===== config.mk =====
export PLATFORM = sky130hd
export DESIGN_NAME = secded_enc
export DESIGN_NICKNAME = d
export VERILOG_FILES = /design/src/ecc_scrub_pkg.sv /design/src/secded_enc.sv
export SDC_FILE = /design/constraint.sdc
export NUM_CORES = 1
export LEC_CHECK = 0
export BUFFER_PORTS_ARGS = -buffer_cell sky130_fd_sc_hd__clkbuf_2
export CORE_MARGIN = 2
export CORE_UTILIZATION = 43
export DETAILED_ROUTE_END_ITERATION = 8
export PLACE_DENSITY = 0.88
export SLEW_MARGIN = 20
export SYNTH_ARGS = -nofsm -noshare
export SYNTH_HDL_FRONTEND = slang
export SYNTH_SLANG_ARGS = --single-unit

===== constraint.sdc =====
create_clock -name vclk -period 1.3
set_clock_uncertainty 0.05 [all_clocks]
set_input_delay 0.13 -clock vclk [all_inputs]
set_output_delay 0.13 -clock vclk [all_outputs]
set_load 0.01 [all_outputs]

===== src/ecc_scrub_pkg.sv =====
//////////////////////////////
// ECC scrub package
// Codeword, error and bank access types
//////////////////////////////

package ecc_scrub_pkg;

  // Hsiao 39/32 code dimensions
  localparam int unsigned CodeWidth = 39;
  localparam int unsigned DataWidth = 32;
  localparam int unsigned ParWidth  = 7;

  // Check bits sit above the data bits
  typedef logic [CodeWidth-1:0] codeword_t;
  typedef logic [DataWidth-1:0] data_t;
  typedef logic [ParWidth-1:0]  syndrome_t;

  // Decoder verdict, at most one flag set
  typedef struct packed {
    logic double;
    logic single;
  } ecc_err_t;

  // One access to the bank
  // Same shape for the outside port and the bank port
  typedef struct packed {
    logic        req;
    logic        we;
    // Word address, upper bits beyond the bank size are ignored
    logic [15:0] addr;
    codeword_t   wdata;
  } bank_req_t;

  // Scrubber FSM states
  typedef enum logic [1:0] {
    Idle,
    Read,
    Write
  } scrub_state_e;

endpackage

===== src/secded_enc.sv =====
//////////////////////////////
// Hsiao 39/32 encoder
// Appends 7 check bits to 32 data bits
//////////////////////////////

module secded_enc (
  input  ecc_scrub_pkg::data_t     data_i,
  output ecc_scrub_pkg::codeword_t code_o
);
  import ecc_scrub_pkg::*;

  // H-matrix column of each data bit
  // Every column is a distinct weight-3 pattern, check bits use the unit columns
  localparam syndrome_t HCol [DataWidth] = '{
    7'h07, 7'h0b, 7'h13, 7'h23, 7'h43, 7'h0d, 7'h15, 7'h25,
    7'h45, 7'h19, 7'h29, 7'h49, 7'h31, 7'h51, 7'h61, 7'h0e,
    7'h16, 7'h26, 7'h46, 7'h1a, 7'h2a, 7'h4a, 7'h32, 7'h52,
    7'h62, 7'h1c, 7'h2c, 7'h4c, 7'h34, 7'h54, 7'h64, 7'h38
  };

  syndrome_t par;

  always_comb begin : proc_parity
    par = '0;
    for (int unsigned j = 0; j < DataWidth; j++) begin
      // Data bit j toggles every check bit its column selects
      par ^= HCol[j] & {ParWidth{data_i[j]}};
    end
  end

  // Check bits on top, data unchanged below
  assign code_o = {par, data_i};

endmodule


# Word level (Yosys, flattened, before mapping)
# Cells that the tools add are included.
[totals]
output_inout_bits = 39
regBits = 0
[classes]
n_bitwise = 31
[ops]
columns = ["cell", "count"]
rows = [
  ["XOR 7 bit", 11],
  ["XOR 7 x 6 -> 7 bit", 9],
  ["XOR 7 x 5 -> 7 bit", 5],
  ["XOR 7 x 4 -> 7 bit", 2],
  ["XOR 6 x 7 -> 7 bit", 1],
  ["XOR 5 x 6 -> 6 bit", 1],
  ["XOR 4 x 5 -> 5 bit", 1],
  ["XOR 3 x 4 -> 4 bit", 1],
]

# Logic depth before layout (Yosys ltp)
[logic_depth]
depth_word = 31
ltp_mapped = 3

# Worst setup path after synthesis
# No wires, ideal clock.
[synth_path]
path_kind = "input port to output port"
from = "in data_i[11]"
to = "out code_o[35]"
slack_ps = -51
arrival_ps = 1171
cell_stages = 3
required_ps = 1120
path_cell_list = "xnor3_1 > xnor3_1 > xnor2_1"
[synth_via]
elab_chain_len = 21
[synth_rtl]
columns = ["item", "line", "rtl"]
rows = [
  ["start, declared", "secded_enc.sv:7", "input ecc_scrub_pkg::data_t data_i,"],
  ["XOR 7 bit", "secded_enc.sv:27", "par ^= HCol[j] & {ParWidth{data_i[j]}};"],
  ["XOR 7 x 6 -> 7 bit", "secded_enc.sv:27", ""],
  ["XOR 7 bit (2 in series)", "secded_enc.sv:27", ""],
  ["XOR 7 x 4 -> 7 bit", "secded_enc.sv:27", ""],
  ["XOR 7 x 5 -> 7 bit", "secded_enc.sv:27", ""],
  ["XOR 7 x 6 -> 7 bit", "secded_enc.sv:27", ""],
  ["XOR 7 bit", "secded_enc.sv:27", ""],
  ["XOR 7 x 5 -> 7 bit", "secded_enc.sv:27", ""],
  ["(+2 left out)", "n/a", ""],
  ["XOR 7 x 6 -> 7 bit", "secded_enc.sv:27", ""],
  ["XOR 7 bit (2 in series)", "secded_enc.sv:27", ""],
  ["XOR 7 x 5 -> 7 bit", "secded_enc.sv:27", ""],
  ["XOR 7 x 6 -> 7 bit", "secded_enc.sv:27", ""],
  ["XOR 7 bit", "secded_enc.sv:27", ""],
  ["XOR 7 x 6 -> 7 bit", "secded_enc.sv:27", ""],
  ["XOR 7 bit (2 in series)", "secded_enc.sv:27", ""],
  ["XOR 7 x 6 -> 7 bit", "secded_enc.sv:27", ""],
  ["end, declared", "secded_enc.sv:8", "output ecc_scrub_pkg::codeword_t code_o"],
]
# No other way between the ends.

# Worst setup path after layout
[layout_path]
from = "in data_i[1]"
to = "out code_o[33]"
[layout_via]
elab_chain_len = 31
[layout_rtl]
columns = ["item", "line"]
rows = [
  ["XOR 3 x 4 -> 4 bit", "secded_enc.sv:27"],
  ["XOR 4 x 5 -> 5 bit", "secded_enc.sv:27"],
  ["XOR 5 x 6 -> 6 bit", "secded_enc.sv:27"],
  ["XOR 6 x 7 -> 7 bit", "secded_enc.sv:27"],
  ["XOR 7 x 4 -> 7 bit", "secded_enc.sv:27"],
  ["XOR 7 x 5 -> 7 bit", "secded_enc.sv:27"],
  ["XOR 7 x 6 -> 7 bit", "secded_enc.sv:27"],
  ["XOR 7 bit", "secded_enc.sv:27"],
  ["(+13 left out)", "n/a"],
  ["XOR 7 x 6 -> 7 bit", "secded_enc.sv:27"],
  ["XOR 7 bit (2 in series)", "secded_enc.sv:27"],
  ["XOR 7 x 5 -> 7 bit", "secded_enc.sv:27"],
  ["XOR 7 x 6 -> 7 bit", "secded_enc.sv:27"],
  ["XOR 7 bit", "secded_enc.sv:27"],
  ["XOR 7 x 6 -> 7 bit", "secded_enc.sv:27"],
  ["XOR 7 bit (2 in series)", "secded_enc.sv:27"],
  ["XOR 7 x 6 -> 7 bit", "secded_enc.sv:27"],
]
# No other way between the ends.

==> impl_table.tex <==
\begin{tabular}{lr}
\hline
Metric & Value \\
\hline
\multicolumn{2}{l}{\textbf{Power and ir drop}} \\
\quad Worst voltage drop across the vdd grid & 0.537 mV \\
\quad Total power divided by cell area & 777 nW/µm² \\
\quad LEAKAGE & roughly 0.9 nW \\
\quad Total Power & 1.24 mW \\
\multicolumn{2}{l}{\textbf{Place}} \\
\quad Final HPWL from detailed placement & between 1500 and 2000 µm \\
\quad Final GP Congestion & 0.725 \\
\quad Number of buffer cells added on primary ports & 71 \\
\multicolumn{2}{l}{\textbf{Timing}} \\
\quad Number of endpoints failing setup at the final stage & 7 \\
\quad Setup slack after layout & -0.263 ns \\
\quad Final clock period utilization by the worst path & 120\% \\
\quad WHS & roughly 0.43 ns \\
\quad Maximum clock frequency & 640 MHz \\
\quad Relative slew slack & 81.2\% \\
\quad Final Hold Viols & 0 \\
\quad Worst Max-Slew Pin Slew & 0.280 ns \\
\quad Setup TNS & -1.12 ns \\
\quad Pins Over Slew Limit & 0 \\
\quad Tmin final & 1.56 ns \\
\quad Unrepaired setup endpoints after global routing & yes \\
\multicolumn{2}{l}{\textbf{Yosys}} \\
\quad Cell type contributing the most total cell area after synthesis & sky130\_fd\_sc\_hd\_\_xnor3\_1 \\
\quad Synth top cells by count & sky130\_fd\_sc\_hd\_\_buf\_4, sky130\_fd\_sc\_hd\_\_xnor2\_1, sky130\_fd\_sc\_hd\_\_xnor3\_1 \\
\quad Post-Synthesis Mean Instance Area & 11.4 µm² \\
\quad Synth area leaders & sky130\_fd\_sc\_hd\_\_xnor3\_1, sky130\_fd\_sc\_hd\_\_xnor2\_1, sky130\_fd\_sc\_hd\_\_buf\_4 \\
\quad Count of unique library cells instantiated by Yosys & 5 \\
\quad Post-Syn Instances & 83 \\
\quad Leading cell type by number of instances after synthesis & sky130\_fd\_sc\_hd\_\_buf\_4 \\
\quad Share of the synthesized area in the top cell type & 43.0\% \\
\quad Post-synthesis net count & 115 \\
\quad Share of the yosys chip area belonging to registers & 0\% \\
\quad Synth Warn \# & 0 \\
\quad Cell area after technology mapping & around 940 µm² \\
\multicolumn{2}{l}{\textbf{Finish}} \\
\quad Area growth syn-to-layout & 70.0\% \\
\quad \# diodes & 0 \\
\quad Final net count & 182 \\
\quad Multi-input logic area & 882 µm² \\
\quad Layout cell share with drive strength beyond 1 & between 70\% and 80\% \\
\quad Count of filler cells inserted in the layout & 120 \\
\quad Reg area & 0 µm² \\
\quad FF+latch count & 0 \\
\quad Final-layout clock buffer total & 0 \\
\multicolumn{2}{l}{\textbf{Setup path}} \\
\quad Crit path launch type & input port \\
\quad Worst-path cell chain & buf\_6 -> xnor3\_1 -> xnor2\_2 -> xnor3\_1 -> buf\_2 \\
\quad Class of the most critical setup path & input port to output port \\
\quad Required time of the worst setup path & around 1.1 ns \\
\quad Worst path slowest cell & sky130\_fd\_sc\_hd\_\_xnor3\_1 \\
\quad Biggest fanout along the worst timing path & 2 \\
\quad Critical Path Most Common Cell & sky130\_fd\_sc\_hd\_\_xnor3\_1 \\
\quad Launching element of the worst setup path & data\_i[1] \\
\quad Data arrival at the endpoint of the critical path & 1.38 ns \\
\quad CP endpoint kind & output port \\
\quad CP peak stage delay & 0.42 ns \\
\quad Capturing element of the worst setup path & code\_o[33] \\
\multicolumn{2}{l}{\textbf{Status}} \\
\quad Status & complete, but fails checks \\
\quad Violated checks & negative setup slack \\
\multicolumn{2}{l}{\textbf{Drt}} \\
\quad Routed length per placed instance & between 15 and 20 µm \\
\quad Length of the first detailed-routing pass in iterations & 4 \\
\quad Starting DRT DRC Count & 4 \\
\quad DRT antenna net count & 0 \\
\quad Aggregate routed wire length & 3000 µm \\
\quad Via count & 804 \\
\quad DRC violation count after routing & 0 \\
\quad Via density per instance & about 4.6 \\
\multicolumn{2}{l}{\textbf{Die}} \\
\quad Vertical die dimension & 50.8 µm \\
\quad Initial core utilization & 46.6\% \\
\quad Core area & 2020 µm² \\
\quad Die Outline Area & around 2600 µm² \\
\quad Overall die width & 50.8 µm \\
\quad Io pins & 71 \\
\quad Std cell rows & 16 \\
\multicolumn{2}{l}{\textbf{GRT}} \\
\quad Initial antenna violation count & 0 \\
\quad Number of global-route vias before repair & between 800 and 900 \\
\quad First-pass GRT wire length & slightly below 4000 µm \\
\quad Total grt overflow & 0 \\
\quad Largest net degree at the start of global routing & 5 \\
\quad Overall routing resource usage & 20.8\% \\
\multicolumn{2}{l}{\textbf{Worst hold path}} \\
\quad Class of the worst hold path & input port to output port \\
\multicolumn{2}{l}{\textbf{Run}} \\
\quad Max-Cap Viols & 0 \\
\hline
\end{tabular}
[placed cells by master (no fill, tap or decap), drive strengths merged]
cell type	count
buf	47
clkbuf	50
xnor2	29
xnor3	18
xor2	4
[routing by layer]
layer	vias up	GRT usage, %	wire, µm	part of all wire, %
li1	370	-	-	-
met1	363	20.3	987	33
met2	59	46.1	1690	57
met3	12	0.585	171	5.7
met4	0	4.95	142	4.7
met5	-	0	0	0
[power breakdown]
part / leakage, nW / switching (mW) / internal [mW]
Clock: 0 / 0 / 0
Combinational: 0.924 / 0.509 / 0.736
Sequential: 0 / 0 / 0
Total: 0.924 / 0.509 / 0.736
[timing repair]
item                                   in CTS  in global routing
setup endpoints to repair                   7                  7
endpoints found under the hold margin       0                  0
hold buffers                                0                  0
pin swaps                                  18                 20
buffers inserted                            3                  3
resized for setup                          19                 56
[per-stage QoR]
stage	area, µm²	setup slack (ns)	utilization, %	instances
after global routing	1600	-0.300	79.2	175
after detailed placement	1260	-0.275	62.5	171
after CTS	1420	-0.288	70.2	173
final	1600	-0.263	79.2	175
after floorplan	950	-0.00527	-	83
after global placement	1260	-0.258	62.5	171
[critical path: cells and delay by family]
kind	cells	cell delay (ns)
buf+inv	2	0.22
xor+xnor	3	1.03
[final cells by class]
| class | instances | area share (%) |
|---|---|---|
| repair buffers | 97 | 42.8 |
| multi-input cells | 51 | 55.1 |
| well taps | 27 | 2.11 |
[cell families (layout without fill, tap and decap cells)]
kind of cell | after synthesis | count (layout) | share of synthesized area (%)
XOR/XNOR | 51 | 51 | 74.5
buffers and inverters | 32 | 97 | 25.5
[worst min-delay path by stage]
stage                           from          to  slack (ns)  cells past startpoint
after floorplan            data_i[0]   code_o[0]        0.30                      1
after global placement    data_i[23]  code_o[23]        0.44                      2
after detailed placement  data_i[23]  code_o[23]        0.44                      2
after CTS                 data_i[25]  code_o[25]        0.45                      2
after global routing      data_i[23]  code_o[23]        0.44                      2
final                     data_i[23]  code_o[23]        0.43                      2
Power figures use the tool's default switching activity.
