### config.mk
export PLATFORM = sky130hd
export DESIGN_NAME = secded_dec
export DESIGN_NICKNAME = d
export VERILOG_FILES = /design/src/ecc_scrub_pkg.sv /design/src/secded_dec.sv
export SDC_FILE = /design/constraint.sdc
export NUM_CORES = 1
export LEC_CHECK = 0
export ABC_AREA = 1
export ABC_CLOCK_PERIOD_IN_PS = 2900
export BUFFER_PORTS_ARGS = -buffer_cell sky130_fd_sc_hd__buf_2
export CAP_MARGIN = 20
export CELL_PAD_IN_SITES_DETAIL_PLACEMENT = 0
export CELL_PAD_IN_SITES_GLOBAL_PLACEMENT = 1
export CORE_ASPECT_RATIO = 0.9
export CORE_MARGIN = 4
export CORE_UTILIZATION = 34
export DETAILED_ROUTE_END_ITERATION = 7
export GPL_ROUTABILITY_DRIVEN = 0
export PLACE_DENSITY = 0.81
export SYNTH_ARGS = -nofsm -noshare
export SYNTH_HDL_FRONTEND = slang
export SYNTH_SLANG_ARGS = --single-unit
export TNS_END_PERCENT = 5
### constraint.sdc
create_clock -name vclk -period 2.9
set_input_delay 0.145 -clock vclk [all_inputs]
set_output_delay 0.145 -clock vclk [all_outputs]
set_load 0.005 [all_outputs]
### src/ecc_scrub_pkg.sv
//////////////////////////////
// ECC scrub package
// Codeword, error and bank access types
//////////////////////////////

package ecc_scrub_pkg;

  // Hsiao 39/32 code dimensions
  localparam int unsigned CodeWidth = 39;
  localparam int unsigned DataWidth = 32;
  localparam int unsigned ParWidth  = 7;

  // Check bits sit above the data bits
  typedef logic [CodeWidth-1:0] codeword_t;
  typedef logic [DataWidth-1:0] data_t;
  typedef logic [ParWidth-1:0]  syndrome_t;

  // Decoder verdict, at most one flag set
  typedef struct packed {
    logic double;
    logic single;
  } ecc_err_t;

  // One access to the bank
  // Same shape for the outside port and the bank port
  typedef struct packed {
    logic        req;
    logic        we;
    // Word address, upper bits beyond the bank size are ignored
    logic [15:0] addr;
    codeword_t   wdata;
  } bank_req_t;

  // Scrubber FSM states
  typedef enum logic [1:0] {
    Idle,
    Read,
    Write
  } scrub_state_e;

endpackage
### src/secded_dec.sv
//////////////////////////////
// Hsiao 39/32 decoder
// Corrects one bit error, flags two
//////////////////////////////

module secded_dec (
  input  ecc_scrub_pkg::codeword_t code_i,
  output ecc_scrub_pkg::data_t     data_o,
  output ecc_scrub_pkg::ecc_err_t  err_o
);
  import ecc_scrub_pkg::*;

  // Same H-matrix columns as the encoder
  localparam syndrome_t HCol [DataWidth] = '{
    7'h07, 7'h0b, 7'h13, 7'h23, 7'h43, 7'h0d, 7'h15, 7'h25,
    7'h45, 7'h19, 7'h29, 7'h49, 7'h31, 7'h51, 7'h61, 7'h0e,
    7'h16, 7'h26, 7'h46, 7'h1a, 7'h2a, 7'h4a, 7'h32, 7'h52,
    7'h62, 7'h1c, 7'h2c, 7'h4c, 7'h34, 7'h54, 7'h64, 7'h38
  };

  syndrome_t par;
  syndrome_t syndrome;
  logic      single_err;
  logic      double_err;

  always_comb begin : proc_syndrome
    par = '0;
    // Recompute check bits from the stored data
    for (int unsigned j = 0; j < DataWidth; j++) begin
      par ^= HCol[j] & {ParWidth{code_i[j]}};
    end
    // Compare with the stored check bits
    syndrome = par ^ code_i[CodeWidth-1:DataWidth];
  end

  // Odd syndrome weight, one flipped bit
  assign single_err = ^syndrome;
  // Even nonzero weight, two flipped bits
  assign double_err = (|syndrome) & ~(^syndrome);

  assign err_o.single = single_err;
  assign err_o.double = double_err;

  always_comb begin : proc_correct
    data_o = code_i[DataWidth-1:0];
    for (int unsigned j = 0; j < DataWidth; j++) begin
      // Syndrome equal to a data column points at that bit
      if (single_err && (syndrome == HCol[j])) begin
        data_o[j] = ~code_i[j];
      end
    end
    // A unit syndrome is a check bit error, data passes as is
  end

endmodule

# Yosys cells after proc, flatten, opt, wreduce, memory -nomap -nowiden
# Index checks and enable logic that the tools add are counted.
[totals] register_bits=0 in_bits=39
[classes] eq_ne=32 n_mux=32 n_bitwise=66 reduce_logical=34
[op_table] cell="7-bit equality test (second input constant)" n=12
[op_table] cell="7-bit bitwise XOR" n=12
[op_table] cell="7-bit by 6-bit equality test with 1-bit output (second input constant)" n=10
[op_table] cell="7-bit by 6-bit bitwise XOR with 7-bit output" n=9
[op_table] cell="7-bit by 5-bit equality test with 1-bit output (second input constant)" n=6
[op_table] cell="7-bit by 5-bit bitwise XOR with 7-bit output" n=5
[op_table] cell="1-bit inverter" n=33
[op_table] cell="1-bit logical AND" n=32
[op_table] cell="1-bit two-way mux" n=32
[op_table] cell="7-bit by 4-bit equality test with 1-bit output (second input constant)" n=3
[op_table] cell="7-bit by 4-bit bitwise XOR with 7-bit output" n=2
[op_table] cell="7-bit by 3-bit equality test with 1-bit output (second input constant)" n=1
[op_table] cell="7-bit OR reduction" n=1
[op_table] cell="7-bit parity" n=1
[op_table] cell="6-bit by 7-bit bitwise XOR with 7-bit output" n=1
[op_table] cell="5-bit by 6-bit bitwise XOR with 6-bit output" n=1
[op_table] cell="4-bit by 5-bit bitwise XOR with 5-bit output" n=1
[op_table] cell="3-bit by 4-bit bitwise XOR with 4-bit output" n=1
[op_table] cell="1-bit AND" n=1

# Logic depth before layout (Yosys ltp)
[depth] ltp_word=35 depth_mapped=26 depth_no_buf=25

# Least setup slack after synthesis
# No wires, ideal clock.
[synth_path] kind="input port to output port" from="in code_i[19]" to="out err_o[1] in the netlist's numbering" t_arrival_ns=2.471 slack_ns=0.284 cell_stages=23 cell_sequence="buf_4 -> nand2_1 -> inv_1 -> nor2_1 -> nand2_1 -> nand2_1 -> inv_1 -> nand2_1 -> nand3_1 -> nand2_1 -> nand2_1 -> nand2_1 -> inv_1 -> ha_1 -> xnor2_1 -> nand3_1 -> nand2_2 -> inv_1 -> nand3_1 -> nand2_2 -> buf_6 -> a21oi_1 -> buf_4"
[synth_between] elab_chain_len=17
[synth_rtl] item="start: declaration" line="secded_dec.sv:7" rtl="input ecc_scrub_pkg::codeword_t code_i,"
[synth_rtl] item="7-bit by 5-bit bitwise XOR with 7-bit output" line="secded_dec.sv:30" rtl="par ^= HCol[j] & {ParWidth{code_i[j]}};"
[synth_rtl] item="7-bit by 6-bit bitwise XOR with 7-bit output" line="secded_dec.sv:30"
[synth_rtl] item="7-bit bitwise XOR" line="secded_dec.sv:30"
[synth_rtl] item="7-bit by 6-bit bitwise XOR with 7-bit output" line="secded_dec.sv:30"
[synth_rtl] item="7-bit bitwise XOR (2 in series)" line="secded_dec.sv:30"
[synth_rtl] item="7-bit by 5-bit bitwise XOR with 7-bit output" line="secded_dec.sv:30"
[synth_rtl] item="7-bit by 6-bit bitwise XOR with 7-bit output" line="secded_dec.sv:30"
[synth_rtl] item="7-bit bitwise XOR" line="secded_dec.sv:30"
[synth_rtl] item="7-bit by 6-bit bitwise XOR with 7-bit output" line="secded_dec.sv:30"
[synth_rtl] item="7-bit bitwise XOR (2 in series)" line="secded_dec.sv:30"
[synth_rtl] item="7-bit by 6-bit bitwise XOR with 7-bit output" line="secded_dec.sv:30"
[synth_rtl] item="7-bit bitwise XOR" line="secded_dec.sv:33" rtl="syndrome = par ^ code_i[CodeWidth-1:DataWidth];"
[synth_rtl] item="7-bit parity"
[synth_rtl] item="via single_err" line="secded_dec.sv:23" rtl="logic single_err;"
[synth_rtl] item="1-bit inverter" line="secded_dec.sv:39" rtl="assign double_err = (|syndrome) & ~(^syndrome);"
[synth_rtl] item="1-bit AND" line="secded_dec.sv:39"
[synth_rtl] item="end: declaration" line="secded_dec.sv:9" rtl="output ecc_scrub_pkg::ecc_err_t err_o"
# The timed path passes the listed nets, and every way through them passes these cells.

# Final worst setup path
[layout_path] from="in code_i[11]" to="out data_o[5]"
[layout_between] elab_chain_len=25
[layout_rtl] item="7-bit bitwise XOR (*)" line="secded_dec.sv:30"
[layout_rtl] item="7-bit by 6-bit bitwise XOR with 7-bit output (*)" line="secded_dec.sv:30"
[layout_rtl] item="7-bit bitwise XOR (*) (2 in series)" line="secded_dec.sv:30"
[layout_rtl] item="7-bit by 4-bit bitwise XOR with 7-bit output (*)" line="secded_dec.sv:30"
[layout_rtl] item="7-bit by 5-bit bitwise XOR with 7-bit output (*)" line="secded_dec.sv:30"
[layout_rtl] item="7-bit by 6-bit bitwise XOR with 7-bit output (*)" line="secded_dec.sv:30"
[layout_rtl] item="7-bit bitwise XOR (*)" line="secded_dec.sv:30"
[layout_rtl] item="7-bit by 5-bit bitwise XOR with 7-bit output (*)" line="secded_dec.sv:30"
[layout_rtl] item="[... 7 more ...]"
[layout_rtl] item="7-bit bitwise XOR (*)" line="secded_dec.sv:30"
[layout_rtl] item="7-bit by 6-bit bitwise XOR with 7-bit output (*)" line="secded_dec.sv:30"
[layout_rtl] item="7-bit bitwise XOR (*) (2 in series)" line="secded_dec.sv:30"
[layout_rtl] item="7-bit by 6-bit bitwise XOR with 7-bit output (*)" line="secded_dec.sv:30"
[layout_rtl] item="7-bit bitwise XOR (*)" line="secded_dec.sv:33"
[layout_rtl] item="7-bit by 4-bit equality test with 1-bit output / 7-bit parity (equally long branches)" line="secded_dec.sv:48, secded_dec.sv:37"
[layout_rtl] item="1-bit logical AND (*)" line="secded_dec.sv:48" rtl="if (single_err && (syndrome == HCol[j])) begin"
[layout_rtl] item="1-bit two-way mux (*)" line="secded_dec.sv:48"
[layout_rtl] item="end: declaration" line="secded_dec.sv:8" rtl="output ecc_scrub_pkg::data_t data_o,"
# Every way passes the cells marked *; elsewhere a longest branch is shown, timed or not.

==> run_results.csv <==
group,metric,value,unit
timing,drv_slew,0,
layout,nFlopsAndLatches,0,
power,p_int,419,uW
grt,grt_antenna_before_repair,0,
layout,final_area,3060,sq um
min_path,min_path_type,"in2out",
grt,overflow,0,
grt,first_global_vias,2825,
timing,holdWs,0.621,ns
synthesis,yosysWarnings,0,
layout,diodes,0,
layout,drive_gt1_frac,0.224,
die,core_area,7080,sq um
setup_path,cp-startpoint,"code_i[11]",
grt,grt_max_degree,13,
timing,min_period,2.69,ns
timing,finalHoldViolations,0,
detailed_routing,drt-pass1-iter-count,5,
detailed_routing,drtAntennaViolNets,0,
layout,final_common_cell,"nand2_1",
synthesis,synth_largest_area_cell,"nand2_1",
synthesis,synthesis.nets,579,
die,die-height,88.9,um
layout,regArea,0,sq um
power,power,1.16,mW
setup_path,crit_type,"in2out",
setup_path,worstPathRequired,2.76,ns
power,clock_power_share,0,
die,dieArea,8690,sq um
setup_path,critical-path-max-stage-delay,0.33,ns
run_status,status,"completed",
timing,relSlewSlack,0.809,
layout,final_util,0.433,
setup_path,critPathCapture,"data_o[5]",
detailed_routing,via_per_inst,4.69,
run,maxCapViolCount,0,
die,start_util,0.349,
timing,setup_viol,0,
layout,clock_buffers,0,
setup_path,crit_fanout,7,
layout,nets,655,
setup_path,cp.arrival,2.54,ns
power,switching_share,0.640,
power,ir_worst_vdd,253,uV
die,rows,29,
power,combPwrFrac,1.000,
clock_tree,cts_hold_buf,0,
synthesis,syn-instance-count,537,
grt,grt_pass1_wl,13.6,mm
timing,tightestPinTransition,0.286,ns
grt,grt_use_total,0.191,
power,seq_power_share,0,
placed_design,placed_area,3000,sq um
placed_design,hpwl,7.49,mm
power,power.leakage,1.96,nW
synthesis,synth.top_cell.area_share,0.394,
detailed_routing,route.vias.total,3299,
power,switchingPower,744,uW
layout,final_cell_mix,"258 x nand2_1, 71 x nand3_1, 71 x buf_2",
synthesis,syn-cell-area,2470,sq um
detailed_routing,drc,0,
timing,max_clock_freq,372,MHz
detailed_routing,wl,8.73,mm
layout,synthToLayoutAreaGrowth,24.1,%
die,boundaryPins,73,
setup_path,crit_top_cell,"nand2_1",
timing,period_share,0.927,
setup_path,start_kind,"input pin",
detailed_routing,drt-initial-drc-count,215,
power,power_density,380,nW/um^2
synthesis,synth.yosys.seq_area_share,0,
detailed_routing,avgRoutedWirePerCell,12.4,um
synthesis,synth.distinct_cells,23,
placed_design,port_buffers,73,
setup_path,endpoint_kind,"primary output",
synthesis,syn_avg_cell_area,4.60,sq um
setup_path,slowest_stage,"ha_1",
die,die_w,97.8,um
synthesis,synth_area_leaders,"nand2_1 39%, nand3_1 15%, inv_1 11%, xor2_1 6.7%, nor2_1 5.2%",
==> layer usage <==
metal,vias to the layer above,GRT usage,share of wire
met2,91,0.342,0.46
met5,-,0,0
met1,1442,0.270,0.48
met3,0,0.00946,0.061
li1,1766,-,-
met4,0,0,0
==> Yosys cell counts <==
| master | instances |
|---|---|
| nand3b_1 | 4 |
| nand3_2 | 1 |
| nor3_1 | 1 |
| nor2_4 | 6 |
| xor2_1 | 19 |
| nand2_1 | 259 |
| nand4_1 | 4 |
| buf_2 | 8 |
| a21oi_1 | 1 |
| buf_6 | 1 |
| xnor2_1 | 13 |
| ha_1 | 3 |
| nor2_2 | 5 |
| buf_4 | 6 |
| o21ai_1 | 2 |
| o21bai_1 | 1 |
| nand2_4 | 1 |
| nand2_2 | 12 |
| nor2_1 | 34 |
| clkbuf_2 | 2 |
| inv_2 | 11 |
| inv_1 | 71 |
| nand3_1 | 72 |
==> critical path, delay by kind of cell <==
kind | cells | cell delay, ns
xor+xnor | 1 | 0.19
buf+inv | 7 | 0.59
simple gates | 16 | 1.26
fa+ha+maj | 1 | 0.33
==> stage by stage <==
step                      setup slack, ns  std cells  TNS [ns]
after CTS                          0.0348        703         0
after global routing             -0.00656        704   -0.0181
final                               0.211        704         0
after detailed placement           0.0380        703         0
after floorplan                     0.284        537         0
after global placement             0.0797        703         0
==> worst min-delay path by stage <==
stage | start | to | cells past startpoint
floorplan | code_i[0] | data_o[0] | 2
global placement | code_i[4] | data_o[4] | 4
detailed placement | code_i[4] | data_o[4] | 4
CTS | code_i[4] | data_o[4] | 4
global route | code_i[4] | data_o[4] | 4
finish | code_i[4] | data_o[4] | 4
==> power groups by stage <==
| stage | clock network (mW) | logic, mW | registers (mW) |
|---|---|---|---|
| after floorplan | 0 | 0.744 | 0 |
| after global placement | 0 | 1.03 | 0 |
| after detailed placement | 0 | 1.04 | 0 |
| after CTS | 0 | 1.04 | 0 |
| after global routing | 0 | 1.29 | 0 |
| final | 0 | 1.16 | 0 |
==> layout make-up <==
| type | instances | area [sq um] |
|---|---|---|
| inverters | 82 | 308 |
| multi-input cells | 439 | 2120 |
| fillers | 836 | 4010 |
| repair buffers | 90 | 523 |
| well taps | 93 | 116 |
==> what timing repair did <==
item                       CTS  global route
setup buffers                0             0
gates resized for setup      0            15
setup endpoints to repair    0            20
==> cells by family after synthesis <==
kind of cell | count (synthesis) | synth area share
and+or+nand+nor | 399 | 0.695
adders and majority gates | 3 | 0.0152
buffers and inverters | 99 | 0.168
xor gates and xnor gates | 32 | 0.113
AOI/OAI and AO/OA | 4 | 0.00912
Power figures use the tool's default switching activity.
