<file path="config.mk">
export PLATFORM = sky130hd
export DESIGN_NAME = ecc_scrubber
export DESIGN_NICKNAME = d
export VERILOG_FILES = /design/src/ecc_scrub_pkg.sv /design/src/ecc_scrubber.sv
export SDC_FILE = /design/constraint.sdc
export NUM_CORES = 1
export LEC_CHECK = 0
export ABC_AREA = 1
export BUFFER_PORTS_ARGS = -buffer_cell sky130_fd_sc_hd__clkbuf_2
export CAP_MARGIN = 20
export CORE_MARGIN = 10
export CORE_UTILIZATION = 31
export DETAILED_ROUTE_END_ITERATION = 12
export PLACE_DENSITY = 0.82
export SYNTH_ARGS = -nofsm -noshare
export SYNTH_HDL_FRONTEND = slang
export SYNTH_SLANG_ARGS = --single-unit
</file>
<file path="constraint.sdc">
create_clock -name clk_i -period 2.5 [get_ports clk_i]
set_input_delay 0.75 -clock clk_i [delete_from_list [all_inputs] [get_ports clk_i]]
set_output_delay 0.75 -clock clk_i [all_outputs]
set_load 0.02 [all_outputs]
</file>
<file path="src/ecc_scrub_pkg.sv">
//////////////////////////////
// ECC scrub package
// Codeword, error and bank access types
//////////////////////////////

package ecc_scrub_pkg;

  // Hsiao 39/32 code dimensions
  localparam int unsigned CodeWidth = 39;
  localparam int unsigned DataWidth = 32;
  localparam int unsigned ParWidth  = 7;

  // Check bits sit above the data bits
  typedef logic [CodeWidth-1:0] codeword_t;
  typedef logic [DataWidth-1:0] data_t;
  typedef logic [ParWidth-1:0]  syndrome_t;

  // Decoder verdict, at most one flag set
  typedef struct packed {
    logic double;
    logic single;
  } ecc_err_t;

  // One access to the bank
  // Same shape for the outside port and the bank port
  typedef struct packed {
    logic        req;
    logic        we;
    // Word address, upper bits beyond the bank size are ignored
    logic [15:0] addr;
    codeword_t   wdata;
  } bank_req_t;

  // Scrubber FSM states
  typedef enum logic [1:0] {
    Idle,
    Read,
    Write
  } scrub_state_e;

endpackage
</file>
<file path="src/ecc_scrubber.sv">
//////////////////////////////
// ECC scrubber
// Walks the bank, writes back corrected words
//////////////////////////////

module ecc_scrubber #(
  parameter int unsigned BankSize = 256
) (
  input  logic                     clk_i,
  input  logic                     rst_ni,

  // Level, scrubbing runs while high
  input  logic                     scrub_trigger_i,
  input  ecc_scrub_pkg::bank_req_t intc_req_i,

  output ecc_scrub_pkg::bank_req_t bank_req_o,
  input  ecc_scrub_pkg::codeword_t bank_rdata_i,

  // Decoder and encoder loop
  output ecc_scrub_pkg::codeword_t dec_in_o,
  input  ecc_scrub_pkg::ecc_err_t  dec_err_i,
  input  ecc_scrub_pkg::codeword_t enc_in_i,

  output logic                     bit_corrected_o,
  output logic                     uncorrectable_o
);
  import ecc_scrub_pkg::*;

  localparam int unsigned AddrWidth = $clog2(BankSize);

  scrub_state_e         state_d, state_q;
  logic [AddrWidth-1:0] ptr_d, ptr_q;
  logic [AddrWidth-1:0] ptr_next;
  logic                 scrub_req;
  logic                 scrub_we;
  bank_req_t            scrub_bank_req;

  // Registered read data goes straight into the decoder
  assign dec_in_o = bank_rdata_i;

  // Pointer wraps at the last word
  assign ptr_next = (ptr_q == AddrWidth'(BankSize - 1)) ? '0 : ptr_q + 1'b1;

  always_comb begin : proc_scrub_req
    scrub_bank_req       = '0;
    scrub_bank_req.req   = scrub_req;
    scrub_bank_req.we    = scrub_we;
    // Zero-extend the pointer into the address field
    scrub_bank_req.addr[AddrWidth-1:0] = ptr_q;
    // Re-encoded corrected word
    scrub_bank_req.wdata = enc_in_i;
  end

  always_comb begin : proc_bank_mux
    // Outside port owns the bank by default
    bank_req_o = intc_req_i;
    // Scrubber gets it only while busy and the outside is idle
    if ((state_q == Read || state_q == Write) && !intc_req_i.req) begin
      bank_req_o = scrub_bank_req;
    end
    bank_req_o.req = intc_req_i.req | scrub_req;
  end

  always_comb begin : proc_fsm
    state_d         = state_q;
    ptr_d           = ptr_q;
    scrub_req       = 1'b0;
    scrub_we        = 1'b0;
    bit_corrected_o = 1'b0;
    uncorrectable_o = 1'b0;

    unique case (state_q)
      Idle: begin
        if (scrub_trigger_i) begin
          state_d = Read;
        end
      end

      Read: begin
        scrub_req = 1'b1;
        // Outside traffic stretches this state
        if (!intc_req_i.req) begin
          state_d = Write;
        end
      end

      Write: begin
        // Write back only a correctable word
        scrub_req = dec_err_i.single;
        scrub_we  = dec_err_i.single;
        if (intc_req_i.req) begin
          // Outside interfered, read the same word again
          state_d = Read;
        end else begin
          state_d         = Idle;
          ptr_d           = ptr_next;
          bit_corrected_o = dec_err_i.single;
          // Double error, word left untouched
          uncorrectable_o = dec_err_i.double;
        end
      end

      default: begin
        state_d = Idle;
      end
    endcase
  end

  always_ff @(posedge clk_i or negedge rst_ni) begin : proc_state
    if (!rst_ni) begin
      state_q <= Idle;
      ptr_q   <= '0;
    end else begin
      state_q <= state_d;
      ptr_q   <= ptr_d;
    end
  end

endmodule

</file>
Word-level counts from Yosys, hierarchy flattened
Cells that the tools add are included.
{"block": "word_totals", "register_bits": 10, "inputBits": 140, "out_inout_bits": 98, "elab_cells": 28}
{"block": "op_classes", "n_addsub": 1, "n_eq_ne": 5, "n_mux": 12, "n_bitwise": 2, "n_reduce_logical": 6}
{"operator": "$mux 56", "count": 1}
{"operator": "$add 8x1->8 const B", "count": 1}
{"operator": "$eq 8x8->1 const B", "count": 1}
{"operator": "$mux 8", "count": 1}
{"operator": "$mux 1", "count": 6}
{"operator": "$pmux 2 s3", "count": 1}
{"operator": "$mux 2", "count": 2}
{"operator": "$ne 2x2->1 const B", "count": 2}
{"operator": "$reduce_and 2->1", "count": 2}
{"operator": "$eq 2x1->1 const B", "count": 1}
{"operator": "$eq 2x2->1 const B", "count": 1}
{"operator": "$logic_not 2->1", "count": 1}
{"operator": "$pmux 1 s2", "count": 1}
{"operator": "$logic_and 1x1->1", "count": 1}
{"operator": "$logic_not 1->1", "count": 1}
{"operator": "$logic_or 1x1->1", "count": 1}
{"operator": "$not 1->1", "count": 1}
{"operator": "$or 1x1->1", "count": 1}

Longest topological paths before layout
Gate-level depths: netlist of the first run.
{"block": "logic_depth", "depth_word": 4, "depth_mapped": 8}

Worst setup path after synthesis of the first run
No wires, ideal clock.
{"block": "synth_timing", "kind": "reg-to-output", "start": "register state_q[0]", "end": "output bank_req_o[39] (netlist bit)", "arrival_time_ps": 1435, "required_time_ps": 1750, "path_slack_ps": 315, "stages_incl_launch_ff": 6, "path_cell_list": "dfrtp_1 inv_1 ha_1 nand2_8 buf_4 o21ai_1"}
{"item": "start: declaration", "line": "ecc_scrubber.sv:31", "text": "scrub_state_e state_d, state_q;"}
{"item": "start signal: assignment", "line": "ecc_scrubber.sv:111", "text": "state_q <= Idle;"}
{"item": "start signal: assignment", "line": "ecc_scrubber.sv:114", "text": "state_q <= state_d;"}
{"item": "end: declaration", "line": "ecc_scrubber.sv:16", "text": "output ecc_scrub_pkg::bank_req_t bank_req_o,"}

==> flow_summary.yaml, run 1 <==
logic_synthesis:
  synthCells: 298
  synth_seq_cells: 10
  ys.warnings.count: 0
  syn_nets: 445
  synth_sequential_area_ratio: 0.147
  synth_area_um2: 1710
  postSynthAreaPerCell_um2: 5.72
  synthDistinctLibCells: 24
clocking:
  cts_buffer_depth: 2
  numCtsBuffers: 3
  cts.sinks: 10
  clk-insertion-delay-late_ps: 240
  htreeDepth: 1
  cts-root-buf: "clkbuf_8"
  clk_pin_slew_ps: 50
  cts_hold_buffers: 0
  tritoncts: "yes"
power_and_ir_drop:
  switching_share: 0.579
  combPwrFrac: 0.815
  internal_power_mw: 1.03
  p_seq_frac: 0.116
  irDropWorstVdd_uv: 476
  static-leakage-power_nw: 1.58
  p_switching_mw: 1.42
  p_clk_frac: 0.069
  power_density_nw_per_um2: 1030
final_layout:
  fillers: 541
  area_growth_syn_to_layout_pct: 39.0
  finish.utilization: 0.455
  layout.nets: 569
  layout-drive-gt1-share: 0.452
  antenna_cells: 0
hold_path:
  min_path_type: "in -> async"
critical_path:
  critPathTopFamily: "buffers and inverters"
  arrival_ps: 1660
  max_stage_delay_ps: 350
  worstPathMaxFanout: 19
  path_buf_inv: 4
  crit_path_start_kind: "register"
  worstPathCellList: "inv_1, ha_4, nand2_8, inv_4, clkbuf_16, nand2_1, nand2_1, clkbuf_2"
  path_class: "reg -> out"
  end_kind: "output pin"
  cp_common_cell: "nand2_1"
  cp_slowest_cell: "dfrtp_1"
  required_ps: 1750
sta:
  rsz0062_at_grt: "false"
  tns_ps: 0
  worst_pin_slew_ps: 298
  finalCriticalPeriod_ps: 2410
  max_freq_mhz: 416
  fin_skew_ps: 3.19
  maxSlewViolCount: 0
  setup_viol: 0
  hold_viol_final: 0
  fin_crit_sh: 0.962
  slew_headroom: 0.801
routing:
  vias: 2149
  drtPass1Iterations: 4
  routedWlPerCell_um: 15.2
  first_iter_violations: 100
  viasPerCell: 4.39
  routed_wirelength_mm: 7.43
  drtAntennaViolNets: 0
  drc: 0
global_route:
  overflow: 0
  grt_max_degree: 39
  grt_pass1_wl_mm: 11.0
  use_met3: 0.0647
  groute.layer.met1.usage: 0.144
  grt_util_met2: 0.285
  grt.total_usage: 0.149
  grt_pass1_vias: 2159
  busiest_layer: "met2"
  grt_antenna_before_repair: 0
die:
  core_um2: 5200
  rows: 26
  ioPinCount: 238
  initial_core_util: 0.328
  die_h_um: 94.2
  die-area_um2: 8870
  die_w_um: 94.2
job:
  cap_violations: 0
status:
  outcome: "complete, no violations"
placement:
  dp_hpwl_mm: 6.38
  io_buffers: 159
  gp_congestion: 0.912
final timing paths:
| path | end | startpoint | slack (ps) | depth (start not counted) |
|---|---|---|---|---|
| max | bank_req_o[28] | state_q[1] | 90 | 8 |
| min | ptr_q[1] | rst_ni | 370 | 1 |
| max reg2reg | ptr_q[7] | state_q[0] | 1090 | 7 |
| min reg2reg | ptr_q[6] | ptr_q[6] | 520 | 2 |
| max in group asynchronous | ptr_q[6] | rst_ni | 1920 | 1 |
| min in group clk_i | ptr_q[6] | ptr_q[6] | 520 | 2 |
synthesized netlist by cell type, drive strengths merged:
cell type / number / area [µm²]
a21o: 1 / 7.51
a21oi: 1 / 5.00
o21ai: 10 / 50.1
nand2: 163 / 636
nand4: 2 / 12.5
dfrtp: 10 / 250
nor2: 21 / 111
o22ai: 1 / 6.26
buf: 49 / 390
ha: 7 / 87.6
nand3: 7 / 40.0
inv: 24 / 95.1
xor2: 1 / 8.76
nor3: 1 / 5.00
logic make-up (layout without fill, tap and decap cells):
logic type | Yosys count | count (layout) | share of synthesized area
flops | 10 | 10 | 0.147
fa+ha+maj | 7 | 7 | 0.0514
xor+xnor | 1 | 1 | 0.00514
simple gates | 194 | 194 | 0.472
compound gates | 13 | 13 | 0.0404
buf+inv | 73 | 195 | 0.285
per-stage QoR:
| stage | hold slack [ps] | total power, mW | area, µm² | setup WS [ps] | instances |
|---|---|---|---|---|---|
| after floorplan | 454 | 1.67 | 1710 | 315 | 298 |
| after global placement | 475 | 2.13 | 2270 | 132 | 484 |
| after detailed placement | 520 | 2.18 | 2270 | 107 | 484 |
| after CTS | 382 | 2.41 | 2340 | 59.2 | 489 |
| after global routing | 388 | 2.65 | 2370 | 16.9 | 490 |
| final | 373 | 2.45 | 2370 | 93.9 | 490 |
area by class of cell:
| class | instances | area, µm² | share of cell area |
|---|---|---|---|
| clock buffer | 3 | 41.3 | 0.0174 |
| inverter | 24 | 95.1 | 0.0401 |
| multi-input combinational | 215 | 982 | 0.414 |
| sequential | 10 | 250 | 0.106 |
| tap | 70 | 87.6 | 0.0370 |
| timing repair buffer | 168 | 913 | 0.385 |
layer usage:
layer,wire [µm],part of all wire,up-vias
met2,3880,0.52,130
met4,109,0.015,0
met1,2560,0.34,901
li1,-,-,1097
met3,879,0.12,21
met5,0,0,-
registers in the layout (all words and copies together), names as in the netlist:
| name | count |
|---|---|
| ptr_q | 8 |
| state_q | 2 |
power by group through the flow:
stage	Clock (mW)	Sequential, mW	Combinational (mW)
global placement	0	0.286	1.84
floorplan	0	0.270	1.40
global route	0.182	0.291	2.18
CTS	0.170	0.278	1.96
finish	0.170	0.284	2.00
detailed placement	0	0.291	1.89
placed cells by master, fill, tap and decap left out, types with 2 or more instances in the layout:
| master | synthesis | routed |
|---|---|---|
| nand2_1 | 161 | 161 |
| inv_1 | 21 | 20 |
| ha_1 | 7 | 6 |
| clkbuf_8 | 0 | 3 |
| inv_2 | 1 | 2 |
| nand3_1 | 6 | 6 |
| nor2_1 | 10 | 10 |
| buf_2 | 0 | 7 |
| buf_12 | 0 | 2 |
| inv_4 | 2 | 2 |
| nand4_1 | 2 | 2 |
| clkbuf_2 | 0 | 152 |
| o21ai_0 | 2 | 2 |
| o21ai_1 | 8 | 8 |
| nor2_2 | 10 | 10 |
| dfrtp_1 | 10 | 10 |
| buf_4 | 44 | 5 |
what timing repair did:
action | 4_1_cts | 5_1_grt
gates resized for setup | 2 | 10
setup buffers | 2 | 0
setup endpoints to repair | 55 | 33
hold endpoints to repair | 0 | 0
gates cloned | 0 | 1
(Power assumes the default switching activity.)
==> inputs of run 2 (changes only) <==
--- a/config.mk
+++ b/config.mk
@@ -12,6 +12,7 @@
 export CORE_UTILIZATION = 31
 export DETAILED_ROUTE_END_ITERATION = 12
 export PLACE_DENSITY = 0.82
+export RECOVER_POWER = 25
 export SYNTH_ARGS = -nofsm -noshare
 export SYNTH_HDL_FRONTEND = slang
 export SYNTH_SLANG_ARGS = --single-unit
==> run 2 against run 1 <==
Effect of this change:
- global-route usage unchanged
- cell area decreased by 0.84%
- count of clock-buffer cells in the layout unchanged
- largest cell class unchanged
- non-clock buffer count unchanged
- maximum frequency about the same
- die area unchanged
- clock skew increased by 0.62 ps
- via count decreased by 0.56%
- critical path type unchanged
- routed wire length decreased by 0.52%
- sequential power about the same
==> flow_summary.yaml, run 2 (synthesis gave the netlist of run 1 again) <==
global_route:
  grt_pass1_wl_mm: 11.0
  grt.total_usage: 0.149
  grt_antenna_before_repair: 0
  grt_max_degree: 39
  grt_pass1_vias: 2159
  overflow: 0
final_layout:
  layout-drive-gt1-share: 0.440
  final_cell_count_no_fill: 490
  layout.nets: 569
  area_growth_syn_to_layout_pct: 37.8
  largest_reg_flops: 8
  antenna_cells: 0
  layout_commonest_cell: "nand2_1"
  layout_common_cells: "nand2_1, clkbuf_2, inv_1"
  regMostFlops: "ptr_q"
  top_regs: "ptr_q: 8 flops, state_q: 2 flops"
  finish.utilization: 0.451
routing:
  first_iter_violations: 91
  drtAntennaViolNets: 0
  routedWlPerCell_um: 15.1
  drc: 0
  drtPass1Iterations: 4
  vias: 2137
  viasPerCell: 4.36
  routed_wirelength_mm: 7.39
sta:
  fin_skew_ps: 3.81
  maxSlewViolCount: 0
  finalCriticalPeriod_ps: 2410
  setup_viol: 0
  max_freq_mhz: 416
  hold_viol_final: 0
  worst_pin_slew_ps: 568
  slew_headroom: 0.621
  rsz0062_at_grt: "false"
  fin_crit_sh: 0.963
  tns_ps: 0
placement:
  io_buffers: 159
  dp_hpwl_mm: 6.38
  gp_congestion: 0.912
  dp_cells: 484
status:
  outcome: "complete, no violations"
critical_path:
  crit_path_start_kind: "register"
  rr_endpoint: "ptr_q[7]"
  reg2reg_setup_slack_ps: 890
  required_ps: 1750
  path_class: "reg -> out"
  r2r-start: "state_q[0]"
  worstPathMaxFanout: 19
  startpoint: "state_q[1]"
  end_kind: "output pin"
  r2r_cells: 7
  crit_end: "bank_req_o[28]"
  arrival_ps: 1660
power_and_ir_drop:
  power_density_nw_per_um2: 1040
  irDropWorstVdd_uv: 471
  static-leakage-power_nw: 1.56
die:
  rows: 26
  core_um2: 5200
  ioPinCount: 238
  initial_core_util: 0.328
  die_w_um: 94.2
  die_h_um: 94.2
  die-area_um2: 8870
clocking:
  tritoncts: "yes"
  clk_pin_slew_ps: 50
  cts-root-buf: "clkbuf_8"
  numCtsBuffers: 3
  cts_buffer_depth: 2
  cts.sinks: 10
  htreeDepth: 1
  clk-insertion-delay-late_ps: 240
job:
  cap_violations: 0
hold_path:
  min_path_type: "in -> async"
==> run 2: layer usage <==
metal / global-route usage / share of wire / vias up
li1: - / - / 1099
met1: 0.144 / 0.35 / 892
met2: 0.285 / 0.52 / 126
met3: 0.0647 / 0.12 / 20
met4: 0.0316 / 0.014 / 0
met5: 0 / 0 / -
==> run 2: how the worst min path moves through the flow <==
stage                   from  endpoint  slack [ps]
finish                rst_ni  ptr_q[2]         480
global route          rst_ni  ptr_q[7]         520
CTS                   rst_ni  ptr_q[3]         380
detailed placement  ptr_q[6]  ptr_q[6]         520
global placement    ptr_q[6]  ptr_q[6]         470
floorplan             rst_ni  ptr_q[0]         450
==> run 2: per-stage QoR <==
stage | cell area, µm² | power (mW) | worst slack (ps) | hold WS (ps)
after floorplan | 1710 | 1.67 | 315 | 454
after global placement | 2270 | 2.13 | 132 | 475
after detailed placement | 2270 | 2.18 | 107 | 520
after CTS | 2340 | 2.41 | 59.2 | 382
after global routing | 2350 | 2.64 | 16.9 | 520
final | 2350 | 2.43 | 93.6 | 478
==> run 2: worst max-delay path, cell delays in order (launching register included) <==
cell       delay (ps)
dfrtp_1           350
inv_1             100
ha_4              310
nand2_8            80
inv_4             100
clkbuf_16         190
nand2_1            60
nand2_1            60
clkbuf_2          170
==> run 2: final cells by class <==
cell class              count  area (µm²)
fillers                   545        2860
multi-input cells         215         967
repair buffers            168         908
flip-flops and latches     10         250
inverters                  24        95.1
well taps                  70        87.6
clock buffers               3        41.3
==> run 2: repair_timing <==
action | in CTS | in global routing
setup buffers | 2 | 0
endpoints found under the hold margin | 0 | 0
gates cloned | 0 | 1
hold buffers | 0 | 0
gates resized for setup | 2 | 10
endpoints found under the setup margin | 55 | 33
==> run 2: report_power, final <==
group / internal (mW) / switching [mW] / total [mW]
registers: 0.218 / 0.0649 / 0.283
logic: 0.702 / 1.28 / 1.98
clock network: 0.106 / 0.0636 / 0.169
total: 1.03 / 1.41 / 2.43
